File: src/fp_add_pkg.sv
//####################################################################
// Shared formats for the binary32 adder pipeline
// Stage widths are fixed, so no module takes parameters
//####################################################################
package fp_add_pkg;

	// IEEE-754 binary32 field widths
	localparam int EXP_WIDTH = 8;
	localparam int FRAC_WIDTH = 23;

	// Sign, overflow bit and hidden bit on top of the fraction
	localparam int SIG_WIDTH = FRAC_WIDTH + 3;

	// Width of a leading-zero count over hidden bit plus fraction
	localparam int LZ_WIDTH = $clog2(FRAC_WIDTH + 2);

	// Register stages between input and output
	localparam int STAGE_COUNT = 4;

	localparam logic [EXP_WIDTH-1:0] EXP_MAX = {EXP_WIDTH{1'b1}};

	// Canonical quiet NaN has only the top fraction bit set
	localparam logic [FRAC_WIDTH-1:0] NAN_FRACTION = {1'b1, {(FRAC_WIDTH - 1){1'b0}}};

	// Special-case class that rides along with each item
	typedef enum logic [1:0]
	{
		FINITE,
		INF,
		NAN
	} result_kind_e;

	typedef struct packed
	{
		logic sign;
		logic [EXP_WIDTH-1:0] exponent;
		logic [FRAC_WIDTH-1:0] fraction;
	} float_t;

	// Stage 1 output, operands ordered by magnitude
	typedef struct packed
	{
		logic big_sign;
		logic [EXP_WIDTH-1:0] big_exponent;
		logic [FRAC_WIDTH:0] big_significand;
		logic small_sign;
		logic [FRAC_WIDTH:0] small_significand;
		logic [EXP_WIDTH-1:0] exp_diff;
		result_kind_e kind;
		logic inf_sign;
	} unpacked_t;

	// Stage 2 output, both significands in two's complement
	typedef struct packed
	{
		logic [SIG_WIDTH-1:0] significand1;
		logic [SIG_WIDTH-1:0] significand2;
		logic [EXP_WIDTH-1:0] exponent;
		result_kind_e kind;
		logic inf_sign;
	} aligned_t;

	// Stage 3 output, sum back in sign and magnitude form
	typedef struct packed
	{
		logic sign;
		logic [SIG_WIDTH-1:0] magnitude;
		logic [EXP_WIDTH-1:0] exponent;
		result_kind_e kind;
		logic inf_sign;
	} summed_t;

endpackage

File: src/fp_add_align.sv
//####################################################################
// Stage 2 of the adder. Shifted-out bits are dropped, so the
// smaller operand is truncated before the add
//####################################################################
`timescale 1ns/10ps

module fp_add_align import fp_add_pkg::*;
(
	input  logic      clk,
	input  logic      reset,
	input  logic      advance,
	input  unpacked_t prev,
	output aligned_t  stage
);

	logic [SIG_WIDTH-1:0] big_ext;
	logic [SIG_WIDTH-1:0] small_ext;
	logic [SIG_WIDTH-1:0] small_shifted;
	aligned_t stage_nxt;

	// Room above the hidden bit for a carry and the sign
	assign big_ext = {2'b00, prev.big_significand};
	assign small_ext = {2'b00, prev.small_significand};

	// Large differences push everything out
	always_comb
	begin
		if (prev.exp_diff >= SIG_WIDTH)
			small_shifted = '0;
		else
			small_shifted = small_ext >> prev.exp_diff;
	end

	always_comb
	begin
		// Negative operands go to two's complement
		if (prev.big_sign)
			stage_nxt.significand1 = ~big_ext + 1'b1;
		else
			stage_nxt.significand1 = big_ext;

		if (prev.small_sign)
			stage_nxt.significand2 = ~small_shifted + 1'b1;
		else
			stage_nxt.significand2 = small_shifted;

		// Result starts at the big exponent
		stage_nxt.exponent = prev.big_exponent;
		stage_nxt.kind = prev.kind;
		stage_nxt.inf_sign = prev.inf_sign;
	end

	always_ff @(posedge clk, posedge reset)
	begin
		if (reset)
			stage <= '0;
		else if (advance)
			stage <= stage_nxt;
	end

	// Stage 1 must hand over a normalized or flushed big operand
	big_hidden_bit: assert property (@(posedge clk) disable iff (reset)
		advance |-> prev.big_significand[FRAC_WIDTH] || (prev.big_significand == '0))
		else $error("big significand lacks its hidden bit");

endmodule

File: src/fp_add_normalize.sv
//####################################################################
// Stage 4 of the adder. Truncates, gives plus zero for an exact
// cancellation and never produces a subnormal result
//####################################################################
`timescale 1ns/10ps

module fp_add_normalize import fp_add_pkg::*;
(
	input  logic    clk,
	input  logic    reset,
	input  logic    advance,
	input  summed_t prev,
	output float_t  result
);

	logic carry;
	logic [LZ_WIDTH-1:0] lz;
	logic [FRAC_WIDTH:0] shifted;
	float_t finite;
	float_t result_nxt;

	// Sum spilled into the overflow bit
	assign carry = prev.magnitude[FRAC_WIDTH+1];

	// Leading zeros from the hidden bit down, highest set bit wins
	always_comb
	begin
		lz = LZ_WIDTH'(FRAC_WIDTH + 1);
		for (int i = 0; i <= FRAC_WIDTH; i++)
		begin
			if (prev.magnitude[i])
				lz = LZ_WIDTH'(FRAC_WIDTH - i);
		end
	end

	assign shifted = prev.magnitude[FRAC_WIDTH:0] << lz;

	always_comb
	begin
		finite.sign = prev.sign;
		finite.exponent = '0;
		finite.fraction = '0;
		if (carry)
		begin
			// Shift right one, low bit is truncated
			if (prev.exponent >= EXP_MAX - 1'b1)
				finite.exponent = EXP_MAX;
			else
			begin
				finite.exponent = prev.exponent + 1'b1;
				finite.fraction = prev.magnitude[FRAC_WIDTH:1];
			end
		end
		else if ((prev.magnitude == '0) || (lz >= prev.exponent))
			// Exact zero or underflow, both flush to plus zero
			finite.sign = 1'b0;
		else
		begin
			finite.exponent = prev.exponent - lz;
			finite.fraction = shifted[FRAC_WIDTH-1:0];
		end
	end

	// Special classes override the computed sum
	always_comb
	begin
		case (prev.kind)
			NAN: result_nxt = '{sign: 1'b0, exponent: EXP_MAX, fraction: NAN_FRACTION};
			INF: result_nxt = '{sign: prev.inf_sign, exponent: EXP_MAX, fraction: '0};
			default: result_nxt = finite;
		endcase
	end

	always_ff @(posedge clk, posedge reset)
	begin
		if (reset)
			result <= '0;
		else if (advance)
			result <= result_nxt;
	end

	// A finite input must never leave as a NaN pattern
	finite_not_nan: assert property (@(posedge clk) disable iff (reset)
		advance && (prev.kind == FINITE)
		|=> (result.exponent != EXP_MAX) || (result.fraction == '0))
		else $error("finite sum packed with a NaN encoding");

endmodule

File: src/fp_add_pipe_ctrl.sv
//####################################################################
// Valid tracking for the adder pipeline
// Whole pipeline stalls on back-pressure, bubbles are kept
//####################################################################
`timescale 1ns/10ps

module fp_add_pipe_ctrl import fp_add_pkg::*;
(
	input  logic clk,
	input  logic reset,
	input  logic in_valid,
	input  logic out_ready,
	output logic in_ready,
	output logic out_valid,
	output logic advance
);

	// One valid bit per register stage, bit 0 is stage 1
	logic [STAGE_COUNT-1:0] valid;

	// Last stage holds the result seen on the output
	assign out_valid = valid[STAGE_COUNT-1];

	// Freeze everything while a result waits to be taken
	assign advance = !(out_valid && !out_ready);

	// New operands only enter when the pipeline moves
	assign in_ready = advance;

	always_ff @(posedge clk, posedge reset)
	begin
		if (reset)
			valid <= '0;
		else if (advance)
			valid <= {valid[STAGE_COUNT-2:0], in_valid};
	end

	// A held result may not disappear before it is taken
	hold_result: assert property (@(posedge clk) disable iff (reset)
		out_valid && !out_ready |=> out_valid)
		else $error("out_valid dropped while out_ready was low");

endmodule

File: src/fp_add_sum.sv
//####################################################################
// Stage 3 of the adder. Sum of two aligned significands always
// fits below the sign bit, so no carry is lost here
//####################################################################
`timescale 1ns/10ps

module fp_add_sum import fp_add_pkg::*;
(
	input  logic     clk,
	input  logic     reset,
	input  logic     advance,
	input  aligned_t prev,
	output summed_t  stage
);

	logic [SIG_WIDTH-1:0] sum;
	summed_t stage_nxt;

	// Two's complement add, wraps into the sign bit when negative
	assign sum = prev.significand1 + prev.significand2;

	always_comb
	begin
		// Back to sign and magnitude
		if (sum[SIG_WIDTH-1])
		begin
			stage_nxt.magnitude = ~sum + 1'b1;
			stage_nxt.sign = 1'b1;
		end
		else
		begin
			stage_nxt.magnitude = sum;
			stage_nxt.sign = 1'b0;
		end

		stage_nxt.exponent = prev.exponent;
		stage_nxt.kind = prev.kind;
		stage_nxt.inf_sign = prev.inf_sign;
	end

	always_ff @(posedge clk, posedge reset)
	begin
		if (reset)
			stage <= '0;
		else if (advance)
			stage <= stage_nxt;
	end

endmodule

File: src/fp_add_unpack.sv
//####################################################################
// Stage 1 of the adder. Subnormal inputs are flushed to zero
// Zero keeps its sign here, the sum stage decides the final sign
//####################################################################
`timescale 1ns/10ps

module fp_add_unpack import fp_add_pkg::*;
(
	input  logic      clk,
	input  logic      reset,
	input  logic      advance,
	input  float_t    a,
	input  float_t    b,
	output unpacked_t stage
);

	logic a_nan;
	logic b_nan;
	logic a_inf;
	logic b_inf;
	logic a_is_big;
	float_t big_op;
	float_t small_op;
	logic [FRAC_WIDTH:0] big_sig;
	logic [FRAC_WIDTH:0] small_sig;
	unpacked_t stage_nxt;

	// Special operand classes
	assign a_nan = (a.exponent == EXP_MAX) && (a.fraction != '0);
	assign b_nan = (b.exponent == EXP_MAX) && (b.fraction != '0);
	assign a_inf = (a.exponent == EXP_MAX) && (a.fraction == '0);
	assign b_inf = (b.exponent == EXP_MAX) && (b.fraction == '0);

	// Larger exponent wins, fraction breaks a tie
	assign a_is_big = (a.exponent > b.exponent)
		|| ((a.exponent == b.exponent) && (a.fraction >= b.fraction));

	assign big_op = a_is_big ? a : b;
	assign small_op = a_is_big ? b : a;

	// Zero exponent means zero or subnormal, both become zero
	assign big_sig = (big_op.exponent == '0) ? '0 : {1'b1, big_op.fraction};
	assign small_sig = (small_op.exponent == '0) ? '0 : {1'b1, small_op.fraction};

	always_comb
	begin
		stage_nxt.big_sign = big_op.sign;
		stage_nxt.big_exponent = big_op.exponent;
		stage_nxt.big_significand = big_sig;
		stage_nxt.small_sign = small_op.sign;
		stage_nxt.small_significand = small_sig;

		// Never negative since the big operand has the larger exponent
		stage_nxt.exp_diff = big_op.exponent - small_op.exponent;

		// Opposite infinities have no meaningful sum
		if (a_nan || b_nan || (a_inf && b_inf && (a.sign != b.sign)))
			stage_nxt.kind = NAN;
		else if (a_inf || b_inf)
			stage_nxt.kind = INF;
		else
			stage_nxt.kind = FINITE;

		// Both infinite means same sign here, so either one works
		stage_nxt.inf_sign = a_inf ? a.sign : b.sign;
	end

	always_ff @(posedge clk, posedge reset)
	begin
		if (reset)
			stage <= '0;
		else if (advance)
			stage <= stage_nxt;
	end

endmodule

File: src/fp_adder.sv
//####################################################################
// Four-stage binary32 adder with valid/ready on both sides
// Result appears four accepted cycles after its operands
//####################################################################
`timescale 1ns/10ps

module fp_adder import fp_add_pkg::*;
(
	input  logic   clk,
	input  logic   reset,
	input  logic   in_valid,
	input  float_t in_a,
	input  float_t in_b,
	output logic   in_ready,
	output logic   out_valid,
	input  logic   out_ready,
	output float_t out_result
);

	// Common enable for every stage register
	logic advance;

	// Stage registers between the blocks
	unpacked_t unpacked;
	aligned_t aligned;
	summed_t summed;

	fp_add_pipe_ctrl u_ctrl
	(
		.clk(clk),
		.reset(reset),
		.in_valid(in_valid),
		.out_ready(out_ready),
		.in_ready(in_ready),
		.out_valid(out_valid),
		.advance(advance)
	);

	// Classify, flush and order
	fp_add_unpack u_unpack
	(
		.clk(clk),
		.reset(reset),
		.advance(advance),
		.a(in_a),
		.b(in_b),
		.stage(unpacked)
	);

	// Line up the small operand
	fp_add_align u_align
	(
		.clk(clk),
		.reset(reset),
		.advance(advance),
		.prev(unpacked),
		.stage(aligned)
	);

	fp_add_sum u_sum
	(
		.clk(clk),
		.reset(reset),
		.advance(advance),
		.prev(aligned),
		.stage(summed)
	);

	// Renormalize and pack into binary32
	fp_add_normalize u_normalize
	(
		.clk(clk),
		.reset(reset),
		.advance(advance),
		.prev(summed),
		.result(out_result)
	);

endmodule

File: config.mk
export PLATFORM = sky130hd
export DESIGN_NAME = fp_adder
export DESIGN_NICKNAME = d
export VERILOG_FILES = /design/src/fp_add_pkg.sv /design/src/fp_add_align.sv /design/src/fp_add_normalize.sv /design/src/fp_add_pipe_ctrl.sv /design/src/fp_add_sum.sv /design/src/fp_add_unpack.sv /design/src/fp_adder.sv
export SDC_FILE = /design/constraint.sdc
export NUM_CORES = 1
export LEC_CHECK = 0
export ABC_CLOCK_PERIOD_IN_PS = 23100
export BUFFER_PORTS_ARGS = -buffer_cell sky130_fd_sc_hd__buf_2
export CAP_MARGIN = 20
export CORE_MARGIN = 2
export CORE_UTILIZATION = 50
export CTS_CLUSTER_DIAMETER = 120
export DETAILED_ROUTE_END_ITERATION = 12
export PLACE_DENSITY = 0.68
export SETUP_SLACK_MARGIN = 0.4
export SLEW_MARGIN = 10
export SYNTH_ARGS = -nofsm -noshare
export SYNTH_HDL_FRONTEND = slang
export SYNTH_SLANG_ARGS = --single-unit
File: constraint.sdc
create_clock -name clk -period 23.1 [get_ports clk]
set_input_delay 5.775 -clock clk [delete_from_list [all_inputs] [get_ports clk]]
set_output_delay 5.775 -clock clk [all_outputs]
set_load 0.005 [all_outputs]
==> results.env <==
HOLD_CRIT_CLASS='reg2reg'
POWER.LEAKAGE_nW=7.59
AREAGROWTHSYNTHTOFINISH_PCT=9.83
MET3_USAGE_IN_GLOBAL_ROUTING=0.0262
GLOBAL_ROUTE_TOTAL_USAGE_ACROSS_EVERY_LAYER=0.256
SYNTHESIS.INSTANCES=1917
ANTENNA_FOUND_INITIAL=0
INITIAL_CORE_UTIL=0.509
CLOCK_LATENCY_NS=0.55
FMAXACHIEVABLE_MHz=79.5
CTS_MAX_LEVEL=1
SYNTHFLOPTYPE='sky130_fd_sc_hd__dfrtp_1'
LAYOUT_WORST_PATH_CYCLE_SHARE=0.545
DRT_DRC_VIOLATIONS_LEFT=0
SETUP-VIOLATIONS-FINAL=0
CLK_TRANSITION_REPORTED_PATHS_NS=0.06
CTS_SINKS=206
PLACEMENTROWS=64
FIN_NETS=2084
STATUS='finished clean'
TIMING.MAX_SLEW.REL_SLACK=0.297
SEQUENTIAL_TO_TOTAL_AREA_SHARE_FROM_YOSYS_STAT=0.330
STARTPOINT_TYPE='primary input'
GLOBALROUTE.BUSIESTLAYER='met2'
SETUP.WORST_PATH.END_CLASS='output pin'
CLOCK_TREE.ROOT_CELL='sky130_fd_sc_hd__clkbuf_16'
WORST_IR_DROP_VDD_mV=0.0735
CLOCKBUFFERDEPTH=3
DESIGN.CORE.AREA_UM2=30700
GLOBAL_ROUTE_WIRE_LENGTH_BEFORE_REPAIR_UM=69400
DETAIL_ROUTED_NET_LENGTH_PER_STANDARD_CELL_UM=17.9
FINALNONFILLERCELLS=2359
DIE-WIDTH_UM=181
MAXSLEWVIOLCOUNT=0
HPWL_UM=31300
POST_SYNTH.CELL_AREA_AVG_UM2=8.14
NUMBER_OF_HOLD_SLACK_VIOLATIONS_IN_THE_FINAL_TIMING_REPORT=0
WORST_SLEW_PIN_SLEW_NS=1.05
IO_BUFFERS=101
NUM_ANTENNA_CELLS=0
DRV.MAX_CAP_VIOLATION_COUNT=0
WHS_NS=0.456
POSTROUTEANTENNANETS=0
DRT-PASS1-ITER-COUNT=5
POST_CTS.REPAIR.SETUP_BUFFERS=0
WIRELENGTH_ROUTED_UM=42100
TRITONCTS_CLOCK_TREE='yes'
RSZ_0062_RAISED_AFTER_GLOBAL_ROUTING='no'
NETLIST_AREA_PRE_PLACE_UM2=15600
GRT_USE_MET2=0.415
NUMBER_OF_BUFFERS_CREATED_BY_CTS=25
TIMING.CRITICAL_PATH.FANOUT_MAX=31
PLACED_CELLS_INCL_TAPS=2311
DRIVE_GT1_FRAC=0.116
VIA_PER_INSTANCE_RATIO=5.90
FINALSETUPTNS_NS=0
GRT_PASS1_VIAS=13100
HOLDBUFCOUNTCTS=0
DRT-INITIAL-DRC-COUNT=1078
FIN_CRIT_NS=12.58
YOSYS_WARNINGS=0
FP.DIEAREA_UM2=32600
POWER_DENSITY_nW_PER_UM2=148
FINAL_CELL_MIX='sky130_fd_sc_hd__nand2_1, sky130_fd_sc_hd__dfrtp_1, sky130_fd_sc_hd__o21ai_0'
NUM_VIAS=13900
SYN_NETS=2056
GRT_MAX_DEGREE=232
IOPINCOUNT=102
YS_TYPES=94
USE_MET1=0.365
ARRIVAL_NS=6.81
CTS_REPAIR_RESIZE_COUNT=0
LAYOUT_COMMONEST_CELL='sky130_fd_sc_hd__nand2_1'
LAYOUT_SETUP_WS_NS=10.52
NUMBER_OF_ENABLE_TYPE_REGISTER_CELLS_IN_THE_SYNTHESIZED_NETLIST=0
CRITICALPATHCATEGORY='in2out'
GR-TOTAL-OVERFLOW=0
WORST-ENDPOINT-REQUIRED_NS=17.33
ASYNC_SR_FLOP_FRACTION=1.00
PLACEMENT.SETUP.WORST_SLACK_NS=10.51
FLOORPLAN.DIE.HEIGHT_UM=181
FINALPOWER_W=0.00254
FINAL.SETUP_SKEW_NS=0.0269
GLOBALPLACE.CONGESTION=0.899
SYNTH.FF_LATCH_COUNT=206
## worst max-delay path, cell delays in order
cell and delay, ns:
sky130_fd_sc_hd__buf_2 0.11, sky130_fd_sc_hd__nor2b_4 0.59, sky130_fd_sc_hd__inv_2 0.15, sky130_fd_sc_hd__buf_2 0.17
## routing by layer
| metal | share of wire | vias to the layer above |
|---|---|---|
| li1 | - | 6904 |
| met1 | 0.47 | 6556 |
| met2 | 0.46 | 381 |
| met3 | 0.045 | 66 |
| met4 | 0.025 | 0 |
| met5 | 0 | - |
## cell usage after synthesis, types with 38 or more instances
master                     count  area (um2)
sky130_fd_sc_hd__dfrtp_1     206        5150
sky130_fd_sc_hd__o21ai_1      38         190
sky130_fd_sc_hd__a21oi_1     102         510
sky130_fd_sc_hd__clkbuf_1     89         334
sky130_fd_sc_hd__xor2_1       60         526
sky130_fd_sc_hd__mux2i_1      82         821
sky130_fd_sc_hd__o21ai_0     171         856
sky130_fd_sc_hd__inv_1        65         244
sky130_fd_sc_hd__nor3_1       42         210
sky130_fd_sc_hd__ha_1         69         863
sky130_fd_sc_hd__nor2_1      155         582
sky130_fd_sc_hd__nand2_1     337        1260
## path summary, 6_finish.rpt
path	endpoint	slack (ns)	start	cells past startpoint
worst min register to register	u_ctrl.valid[2]$_DFFE_PP0N_	0.46	u_ctrl.valid[2]$_DFFE_PP0N_	2
min in group asynchronous	u_align.stage[41]$_DFFE_PP0N_	5.41	reset	2
worst max register to register	u_normalize.result[15]$_DFFE_PP0N_	18.21	u_sum.stage[16]$_DFFE_PP0N_	18
worst min-delay path	u_ctrl.valid[2]$_DFFE_PP0N_	0.46	u_ctrl.valid[2]$_DFFE_PP0N_	2
max in group asynchronous	u_align.stage[56]$_DFFE_PP0N_	16.38	reset	4
worst max-delay path	in_ready	10.52	out_ready	4
## state kept, by name, indices dropped and copies added, names as in the netlist
signal / count
u_unpack.stage: 69
u_align.stage: 63
u_sum.stage: 38
u_normalize.result: 32
u_ctrl.valid: 4
## cell families (layout without fill, tap and decap cells)
kind of cell               Yosys count  in the layout  synth area share
adders and majority gates           71             71            0.0579
and+or+nand+nor                    728            728             0.214
DFF                                206            206             0.330
muxes                              118            118            0.0894
buffers and inverters              181            227            0.0462
AOI/OAI and AO/OA                  516            516             0.207
xor gates and xnor gates            97             97            0.0549
## where the power goes
part / total, W / switching (W) / internal (W) / leakage, nW
combinational: 0.00143 / 0.000844 / 0.000588 / 4.65
sequential: 0.000714 / 0.000193 / 0.000520 / 2.53
clock: 0.000392 / 0.000163 / 0.000229 / 0.405
total: 0.00254 / 0.00120 / 0.00134 / 7.59
## stage by stage
step	area, um2	utilization
final	17100	0.559
after global routing	17100	0.559
after CTS	17100	0.557
after detailed placement	16300	0.530
after global placement	16300	0.530
after floorplan	15600	-
## cell type report
| class | instances | area (um2) |
|---|---|---|
| fillers | 2867 | 13500 |
| well taps | 396 | 495 |
| clock buffers | 33 | 706 |
| repair buffers | 114 | 653 |
| flip-flops and latches | 206 | 5150 |
| multi-input cells | 1530 | 9750 |
| clock inverters | 12 | 120 |
| inverters | 68 | 263 |
Power figures use the tool's default switching activity.
